<file path="config.mk">
export PLATFORM = sky130hd
export DESIGN_NAME = ingress_buffer
export DESIGN_NICKNAME = d
export VERILOG_FILES = /design/src/design/fifo_pkg.sv /design/src/design/xfer_pkg.sv /design/src/design/drain_if.sv /design/src/design/drain_arbiter.sv /design/src/design/dual_port_ram.sv /design/src/design/ingress_buffer.sv /design/src/design/sync_fifo.sv
export VERILOG_INCLUDE_DIRS = /design/src /design/src/design
export SDC_FILE = /design/constraint.sdc
export NUM_CORES = 2
export LEC_CHECK = 0
export BUFFER_PORTS_ARGS = -buffer_cell sky130_fd_sc_hd__clkbuf_2
export CORE_ASPECT_RATIO = 0.7
export CORE_MARGIN = 2
export CORE_UTILIZATION = 40
export DETAILED_ROUTE_END_ITERATION = 8
export GPL_ROUTABILITY_DRIVEN = 0
export MAX_ROUTING_LAYER = met4
export SYNTH_ARGS = -nofsm -noshare
export SYNTH_HDL_FRONTEND = slang
export SYNTH_SLANG_ARGS = --single-unit
</file>
<file path="constraint.sdc">
create_clock -name clk -period 13.57 [get_ports clk]
set_input_delay 2.0355 -clock clk [delete_from_list [all_inputs] [get_ports clk]]
set_output_delay 2.0355 -clock clk [all_outputs]
set_load 0.05 [all_outputs]
</file>
<file path="src/design/fifo_consts.svh">
`ifndef FIFO_CONSTS_SVH
`define FIFO_CONSTS_SVH

////////////////////
// queue geometry
////////////////////

// address width of one queue
`define FIFO_AW 4

// entries per queue, 2^FIFO_AW
`define FIFO_DEPTH 16

// almost threshold
// almost_empty while count < FIFO_THRESH
// almost_full while count >= FIFO_DEPTH - FIFO_THRESH + 1
`define FIFO_THRESH 4

`endif

</file>
<file path="src/design/fifo_pkg.sv">
`default_nettype none

`include "fifo_consts.svh"

package fifo_pkg;

	// occupancy count, one bit wider than the address so 16 fits
	typedef logic [`FIFO_AW:0] count_t;

	// quarter-fill level
	// 0: below 1/4, 1: below 1/2, 2: below 3/4, 3: 3/4 or more
	typedef logic [1:0] level_t;

	// registered queue status, all fields updated at the same edge
	typedef struct packed {
		logic full;
		logic empty;
		logic almost_full;
		logic almost_empty;
		level_t level;
	} status_t;

endpackage

`default_nettype wire

</file>
<file path="src/design/xfer_pkg.sv">
`default_nettype none

package xfer_pkg;

	// command producer word
	typedef logic [59:0] cmd_t;

	// data producer word, also the width of the output bus
	typedef logic [127:0] data_t;

	// which queue a beat came from
	typedef enum logic {
		SRC_CMD = 1'b0,
		SRC_DATA = 1'b1
	} src_t;

	// one beat on the shared output bus
	// command words sit in the low bits, upper bits zero
	typedef struct packed {
		src_t src;
		data_t word;
	} beat_t;

endpackage

`default_nettype wire

</file>
<file path="src/design/drain_if.sv">
`timescale 1ns/100ps
`default_nettype none

// link between one queue and the drain arbiter
// pop in cycle t removes the head, the word shows up in t+1
// and holds until the next pop
interface drain_if #(
	parameter type T = logic
);

	// queue holds at least one word
	logic req;
	// queue is almost full, serve it first
	logic urgent;
	// arbiter takes the head this cycle, only while req is high
	logic pop;
	// head word, registered read data of the RAM
	T word;

	modport fifo (
		output req,
		output urgent,
		output word,
		input pop
	);

	modport arb (
		input req,
		input urgent,
		input word,
		output pop
	);

endinterface

`default_nettype wire

</file>
<file path="src/design/drain_arbiter.sv">
`timescale 1ns/100ps
`default_nettype none

// drains two queues onto one output bus, one word per cycle at most
// almost full queue first, otherwise round robin
module drain_arbiter (
	input wire clk,
	input wire rst,
	input wire clr,
	input wire drain_en,
	drain_if.arb cmd_q,
	drain_if.arb data_q,
	output logic out_valid,
	output xfer_pkg::src_t out_src,
	output xfer_pkg::data_t out_word
);

	// round robin pointer, names the queue favored next
	xfer_pkg::src_t rr_ptr;
	// grant decided by the pointer, so the pointer moves
	logic rr_move;

	logic cmd_urg;
	logic data_urg;
	logic pop_cmd;
	logic pop_data;

	// grant delayed one cycle to line up with the RAM read
	logic sel_vld;
	xfer_pkg::src_t sel_src;

	xfer_pkg::cmd_t cmd_word;
	xfer_pkg::beat_t beat;

	assign cmd_urg = cmd_q.req & cmd_q.urgent;
	assign data_urg = data_q.req & data_q.urgent;
	assign cmd_word = cmd_q.word;

	////////////////////
	// selection
	////////////////////

	always_comb begin
		pop_cmd = 1'b0;
		pop_data = 1'b0;
		rr_move = 1'b0;
		if (drain_en) begin
			if (cmd_urg != data_urg) begin
				// exactly one urgent queue wins outright
				pop_cmd = cmd_urg;
				pop_data = data_urg;
			end else if (cmd_q.req && data_q.req) begin
				// both urgent or both plain, pointer decides
				rr_move = 1'b1;
				pop_cmd = (rr_ptr == xfer_pkg::SRC_CMD);
				pop_data = (rr_ptr == xfer_pkg::SRC_DATA);
			end else begin
				// at most one requester
				rr_move = cmd_q.req | data_q.req;
				pop_cmd = cmd_q.req;
				pop_data = data_q.req;
			end
		end
	end

	assign cmd_q.pop = pop_cmd;
	assign data_q.pop = pop_data;

	// pointer flips away from the queue just served
	always_ff @(posedge clk) begin
		if (!rst || clr) begin
			rr_ptr <= xfer_pkg::SRC_CMD;
		end else if (rr_move) begin
			rr_ptr <= pop_cmd ? xfer_pkg::SRC_DATA : xfer_pkg::SRC_CMD;
		end
	end

	////////////////////
	// output beat
	////////////////////

	// valid strobes, two stages
	// items already popped still come out after clr
	always_ff @(posedge clk) begin
		if (!rst) begin
			sel_vld <= 1'b0;
			out_valid <= 1'b0;
		end else begin
			sel_vld <= pop_cmd | pop_data;
			out_valid <= sel_vld;
		end
	end

	// word is on the drain interface one cycle after the pop
	always_ff @(posedge clk) begin
		sel_src <= pop_data ? xfer_pkg::SRC_DATA : xfer_pkg::SRC_CMD;
		if (sel_vld) begin
			beat.src <= sel_src;
			// command words zero extended to the bus width
			beat.word <= (sel_src == xfer_pkg::SRC_CMD) ?
				xfer_pkg::data_t'(cmd_word) : data_q.word;
		end
	end

	assign out_src = beat.src;
	assign out_word = beat.word;

endmodule

`default_nettype wire

</file>
<file path="src/design/dual_port_ram.sv">
`timescale 1ns/100ps
`default_nettype none

// simple dual port storage
// one write port, one read port with registered output
module dual_port_ram #(
	parameter int width = 8,
	parameter int addr_width = 4
) (
	input wire clk,
	input wire [addr_width-1:0] waddr,
	input wire [width-1:0] wdata,
	input wire we,
	input wire [addr_width-1:0] raddr,
	input wire re,
	output logic [width-1:0] rdata
);

	// full 2^addr_width entries
	logic [width-1:0] mem [0:(1<<addr_width)-1];

	// write port
	always_ff @(posedge clk) begin
		if (we) begin
			mem[waddr] <= wdata;
		end
	end

	// read port, output holds between reads
	always_ff @(posedge clk) begin
		if (re) begin
			rdata <= mem[raddr];
		end
	end

endmodule

`default_nettype wire

</file>
<file path="src/design/ingress_buffer.sv">
`timescale 1ns/100ps
`default_nettype none

// two queue ingress buffer
// command and data producers each fill their own FIFO
// one arbiter drains both onto the output bus
module ingress_buffer (
	input wire clk,
	input wire rst,
	input wire clr,
	input wire cmd_we,
	input wire xfer_pkg::cmd_t cmd_din,
	input wire data_we,
	input wire xfer_pkg::data_t data_din,
	input wire drain_en,
	// command queue flags
	output logic cmd_full,
	output logic cmd_empty,
	output logic cmd_almost_full,
	output logic cmd_almost_empty,
	output fifo_pkg::level_t cmd_level,
	// data queue flags
	output logic data_full,
	output logic data_empty,
	output logic data_almost_full,
	output logic data_almost_empty,
	output fifo_pkg::level_t data_level,
	// output beat
	output logic out_valid,
	output xfer_pkg::src_t out_src,
	output xfer_pkg::data_t out_word
);

	fifo_pkg::status_t cmd_status;
	fifo_pkg::status_t data_status;

	drain_if #(.T(xfer_pkg::cmd_t)) cmd_q ();
	drain_if #(.T(xfer_pkg::data_t)) data_q ();

	////////////////////
	// queues
	////////////////////

	sync_fifo #(.T(xfer_pkg::cmd_t)) u_cmd_fifo (
		.clk(clk),
		.rst(rst),
		.clr(clr),
		.we(cmd_we),
		.din(cmd_din),
		.status(cmd_status),
		.drain(cmd_q.fifo)
	);

	sync_fifo #(.T(xfer_pkg::data_t)) u_data_fifo (
		.clk(clk),
		.rst(rst),
		.clr(clr),
		.we(data_we),
		.din(data_din),
		.status(data_status),
		.drain(data_q.fifo)
	);

	////////////////////
	// drain
	////////////////////

	drain_arbiter u_arb (
		.clk(clk),
		.rst(rst),
		.clr(clr),
		.drain_en(drain_en),
		.cmd_q(cmd_q.arb),
		.data_q(data_q.arb),
		.out_valid(out_valid),
		.out_src(out_src),
		.out_word(out_word)
	);

	// flatten status structs onto plain ports
	assign cmd_full = cmd_status.full;
	assign cmd_empty = cmd_status.empty;
	assign cmd_almost_full = cmd_status.almost_full;
	assign cmd_almost_empty = cmd_status.almost_empty;
	assign cmd_level = cmd_status.level;
	assign data_full = data_status.full;
	assign data_empty = data_status.empty;
	assign data_almost_full = data_status.almost_full;
	assign data_almost_empty = data_status.almost_empty;
	assign data_level = data_status.level;

endmodule

`default_nettype wire

</file>
<file path="src/design/sync_fifo.sv">
`timescale 1ns/100ps
`default_nettype none

`include "fifo_consts.svh"

// synchronous FIFO with guard bit, occupancy count and registered flags
// writes come from a producer strobe and reads from the drain interface
module sync_fifo #(
	parameter type T = logic
) (
	input wire clk,
	input wire rst,
	input wire clr,
	input wire we,
	input wire T din,
	output fifo_pkg::status_t status,
	drain_if.fifo drain
);

	////////////////////
	// thresholds
	////////////////////

	localparam fifo_pkg::count_t ae_limit = fifo_pkg::count_t'(`FIFO_THRESH);
	localparam fifo_pkg::count_t af_limit =
		fifo_pkg::count_t'(`FIFO_DEPTH - `FIFO_THRESH + 1);

	////////////////////
	// state
	////////////////////

	// write and read pointers
	logic [`FIFO_AW-1:0] wp;
	logic [`FIFO_AW-1:0] rp;
	logic [`FIFO_AW-1:0] wp_nxt;
	logic [`FIFO_AW-1:0] rp_nxt;

	// guard bit set when a write makes the pointers meet
	logic gb;
	logic gb_nxt;

	// occupancy
	fifo_pkg::count_t cnt;
	fifo_pkg::count_t cnt_nxt;

	// accepted write and read this cycle
	logic wr;
	logic rd;

	// a write into a full queue is dropped
	assign wr = we & ~status.full;
	// arbiter pops only while req is high
	assign rd = drain.pop;

	////////////////////
	// storage
	////////////////////

	// read data goes straight onto the drain word
	dual_port_ram #(
		.width($bits(T)),
		.addr_width(`FIFO_AW)
	) u_ram (
		.clk(clk),
		.waddr(wp),
		.wdata(din),
		.we(wr),
		.raddr(rp),
		.re(rd),
		.rdata(drain.word)
	);

	////////////////////
	// next state
	////////////////////

	always_comb begin
		wp_nxt = wr ? wp + 1'b1 : wp;
		rp_nxt = rd ? rp + 1'b1 : rp;

		// a lone write that makes the pointers meet fills the queue
		// any lone read leaves room again
		gb_nxt = gb;
		if (wr && !rd && ((wp + 1'b1) == rp)) begin
			gb_nxt = 1'b1;
		end else if (rd && !wr) begin
			gb_nxt = 1'b0;
		end

		// up/down count holds on simultaneous write and read
		cnt_nxt = cnt;
		if (wr && !rd) begin
			cnt_nxt = cnt + 1'b1;
		end else if (rd && !wr) begin
			cnt_nxt = cnt - 1'b1;
		end
	end

	////////////////////
	// registers and flags
	////////////////////

	// all flags come from next state so a write at edge t
	// is reflected in every flag in cycle t+1
	always_ff @(posedge clk) begin
		if (!rst || clr) begin
			wp <= '0;
			rp <= '0;
			gb <= 1'b0;
			cnt <= '0;
			status.full <= 1'b0;
			status.empty <= 1'b1;
			status.almost_full <= 1'b0;
			status.almost_empty <= 1'b1;
			status.level <= '0;
		end else begin
			wp <= wp_nxt;
			rp <= rp_nxt;
			gb <= gb_nxt;
			cnt <= cnt_nxt;
			status.full <= (wp_nxt == rp_nxt) && gb_nxt;
			status.empty <= (wp_nxt == rp_nxt) && !gb_nxt;
			status.almost_full <= cnt_nxt >= af_limit;
			status.almost_empty <= cnt_nxt < ae_limit;
			// top two bits below msb forced to 3 when completely full
			status.level <= {2{cnt_nxt[`FIFO_AW]}} | cnt_nxt[`FIFO_AW-1:`FIFO_AW-2];
		end
	end

	// request and urgency toward the arbiter
	assign drain.req = ~status.empty;
	assign drain.urgent = status.almost_full;

endmodule

`default_nettype wire

</file>
==> results.py <==
metrics = {
    "clock_tree": {
        "cts_buffer_depth": 4,
        "numCtsBuffers": 329,
        "cts_resized": 0,
        "clkTransAtPathRegs_ns": 0.06,
        "htreeDepth": 5,
        "cts_root_buf": "clkbuf_16",
        "postCtsSetupBuffers": 0,
        "cts_hold_buffers": 0,
        "insertion_delay_ns": 0.88,
        "cts_tree": "done",
        "numClockSinks": 3369,
    },
    "yosys": {
        "synth_cells": 6351,
        "synthArstFlopShare_pct": 0,
        "netlist-cell-type-count": 63,
        "yosys_warnings": 0,
        "netlist_area_um2": 127900,
        "synth.avg_cell_area_um2": 20.13,
        "yosysTopAreaCell": "edfxtp_1",
        "yosysMostFrequentCell": "edfxtp_1",
        "ys_seq_elements": 3369,
        "synth_ff_type": "edfxtp_1",
        "synth_top_cells_by_count": "3,325 x edfxtp_1, 568 x mux2i_1, 377 x mux4_2",
        "syn-num-nets": 6559,
        "synth-edff-count": 3325,
        "seq_area_frac_synth_pct": 78.78,
        "synth_top_area_share_pct": 78.09,
        "synth_area_leaders": "edfxtp_1 78%, mux4_2 6.6%, mux2i_1 4.4%",
    },
    "global_route": {
        "grt_max_degree": 134,
        "grt_pass1_wl_um": 463700,
        "grt_pass1_vias": 62660,
        "use_met3_pct": 3.436,
        "grt_use_met1_pct": 29.23,
        "overflow": 0,
        "antenna_found_initial": 80,
        "grt_util_all_layers_pct": 20.22,
        "grt_busiest_layer": "met2",
        "use_met2_pct": 30.02,
    },
    "sta": {
        "setup_viol": 0,
        "fmax_ghz": 0.1881,
        "fin_crit_ns": 5.316,
        "final-hold-violation-count": 0,
        "setup_tns_ns": 0,
        "rsz0062_at_grt": "false",
        "clock_skew_ns": 0.06991,
        "relSlewSlack_pct": 22.29,
        "min_period_over_period_pct": 39.17,
        "maxSlewViolCount": 0,
        "hold-worst-slack_ns": 0.5154,
        "worst_pin_slew_ns": 1.166,
    },
    "floorplan": {
        "die_w_um": 679.7,
        "start_util_pct": 40.24,
        "die_h_um": 477.0,
        "die-area_um2": 324200,
        "fp.coreArea_um2": 317800,
        "io_pins": 336,
        "rows": 173,
    },
    "worst_setup_path": {
        "critPathTopFamily": "buffers and inverters",
        "cp_common_cell": "buf_4",
        "crit_path_top_delay_cell": "buf_4",
        "setup.worst_path.class": "reg -> reg",
        "critical_path.n_buffers_inverters": 4,
        "path_cells": "inv_1, nor2_4, buf_4, buf_4, buf_4, a221oi_1, o21ai_0, nand2_1",
        "worst_ep_arrival_time_ns": 5.92,
        "cp.required_ns": 14.18,
        "endpoint_kind": "flop",
        "startpoint_type": "flop",
        "crit_path_max_incr_delay_ns": 0.96,
        "cp_max_fo": 70,
    },
    "run": {
        "maxCapViolations": 0,
    },
    "final_layout": {
        "syn_to_final_growth_pct": 13.29,
        "nets": 6981,
        "layout-drive-gt1-share_pct": 22.36,
        "register_area_um2": 100800,
        "fill_cells": 26560,
        "multiInputGateArea_um2": 25740,
    },
    "route": {
        "postRouteAntennaNets": 0,
        "drtPass1Iterations": 6,
        "wl_per_cell_um": 28.86,
        "first_iter_violations": 6147,
        "drc_errors": 0,
        "vias_per_cell": 5.628,
        "drt_wl_total_um": 324900,
        "num_vias": 63370,
    },
    "placed_design": {
        "place_hpwl_um": 172400,
        "port_buffers": 335,
    },
    "power_and_ir_drop": {
        "ir_drop_v": 0.0001045,
        "power_density_nw_per_um2": 145.6,
        "p_leak_uw": 0.04429,
    },
    "hold_path": {
        "min_path_type": "reg -> reg",
    },
    "run_status": {
        "run_status": "finished clean",
    },
}
state kept, by name (all words and copies together) (netlist names), 60 cells and up:
name,cells
u_data_fifo.u_ram.mem,2048
u_cmd_fifo.u_ram.rdata,60
u_data_fifo.u_ram.rdata,128
u_cmd_fifo.u_ram.mem,960
u_arb.out_word,128
cell usage in the layout, fill, tap and decap left out, types with 6 or more instances in the layout:
master | netlist | layout
clkinv_1 | 0 | 66
nor2_1 | 44 | 31
nand2b_1 | 6 | 6
mux2i_1 | 568 | 568
buf_4 | 20 | 85
mux2_2 | 247 | 247
nand2_1 | 216 | 214
clkbuf_1 | 199 | 56
nor2_4 | 0 | 13
inv_6 | 0 | 7
clkbuf_16 | 0 | 337
a221oi_1 | 188 | 188
dfxtp_1 | 44 | 34
diode_2 | 0 | 41
and2_4 | 1 | 19
xor2_1 | 16 | 16
inv_1 | 16 | 16
o21ai_0 | 372 | 372
clkbuf_2 | 0 | 335
edfxtp_1 | 3325 | 3325
a21oi_1 | 195 | 195
buf_12 | 0 | 11
clkinvlp_4 | 0 | 10
dfxtp_4 | 0 | 9
bufinv_16 | 0 | 28
ha_1 | 14 | 14
and2_1 | 91 | 73
clkinv_4 | 0 | 6
mux4_2 | 377 | 377
a22oi_1 | 187 | 187
nand3_1 | 8 | 8
nor3_1 | 11 | 7
clkinv_2 | 0 | 59
o21ai_1 | 8 | 8
xnor2_1 | 22 | 22
power breakdown:
group	total, µW	switching, µW	internal [µW]
registers	11600	41.6	11500
logic	561	394	167
clock network	8950	3860	5090
total	21100	4300	16800
through the flow:
step	utilization (%)	total power, µW	setup WS (ns)	instance area, µm²	std cells
detailed placement	42.29	12370	7.511	134400	10640
finish	45.58	21090	8.254	144800	11260
global placement	42.29	12350	7.567	134400	10640
global route	45.58	21700	8.079	144800	11250
floorplan	-	12080	6.485	127900	6351
CTS	45.55	21280	8.292	144700	11220
cell type report:
class,instances,area share (%)
diodes,41,0.07083
clock buffers,393,5.967
clock inverters,183,1.193
inverters,18,0.05269
multi-input cells,2624,17.77
flip-flops and latches,3369,69.57
well taps,4200,3.628
repair buffers,431,1.750
metal layers:
metal	vias up	routed length, µm
met4	0	7269
met1	33680	147300
li1	26980	-
met3	480	21650
met5	-	0
met2	2231	148800
final timing paths:
kind,start,to,slack [ns],cells after the start
setup / recovery,u_data_fifo.rp[2],u_data_fifo.u_ram.rdata[48],8.25,8
hold / removal,u_data_fifo.u_ram.rdata[97],u_arb.out_word[97],0.52,1
setup reg to reg,u_data_fifo.rp[2],u_data_fifo.u_ram.rdata[48],8.25,8
hold reg to reg,u_data_fifo.u_ram.rdata[97],u_arb.out_word[97],0.52,1
cells by family (layout without fill, tap and decap cells):
logic type	after synthesis	after routing	share of synthesized area, %
flip-flops	3369	3369	78.78
multiplexers	1192	1192	13.26
AO/OA/AOI/OAI	978	978	4.848
AND/OR/NAND/NOR	399	399	1.434
buffers and inverters	358	1025	1.225
XOR/XNOR	41	41	0.3092
adder cells (fa/ha/maj)	14	14	0.1370
other	0	41	0
No activity file was read; power rests on OpenSTA's default activity.
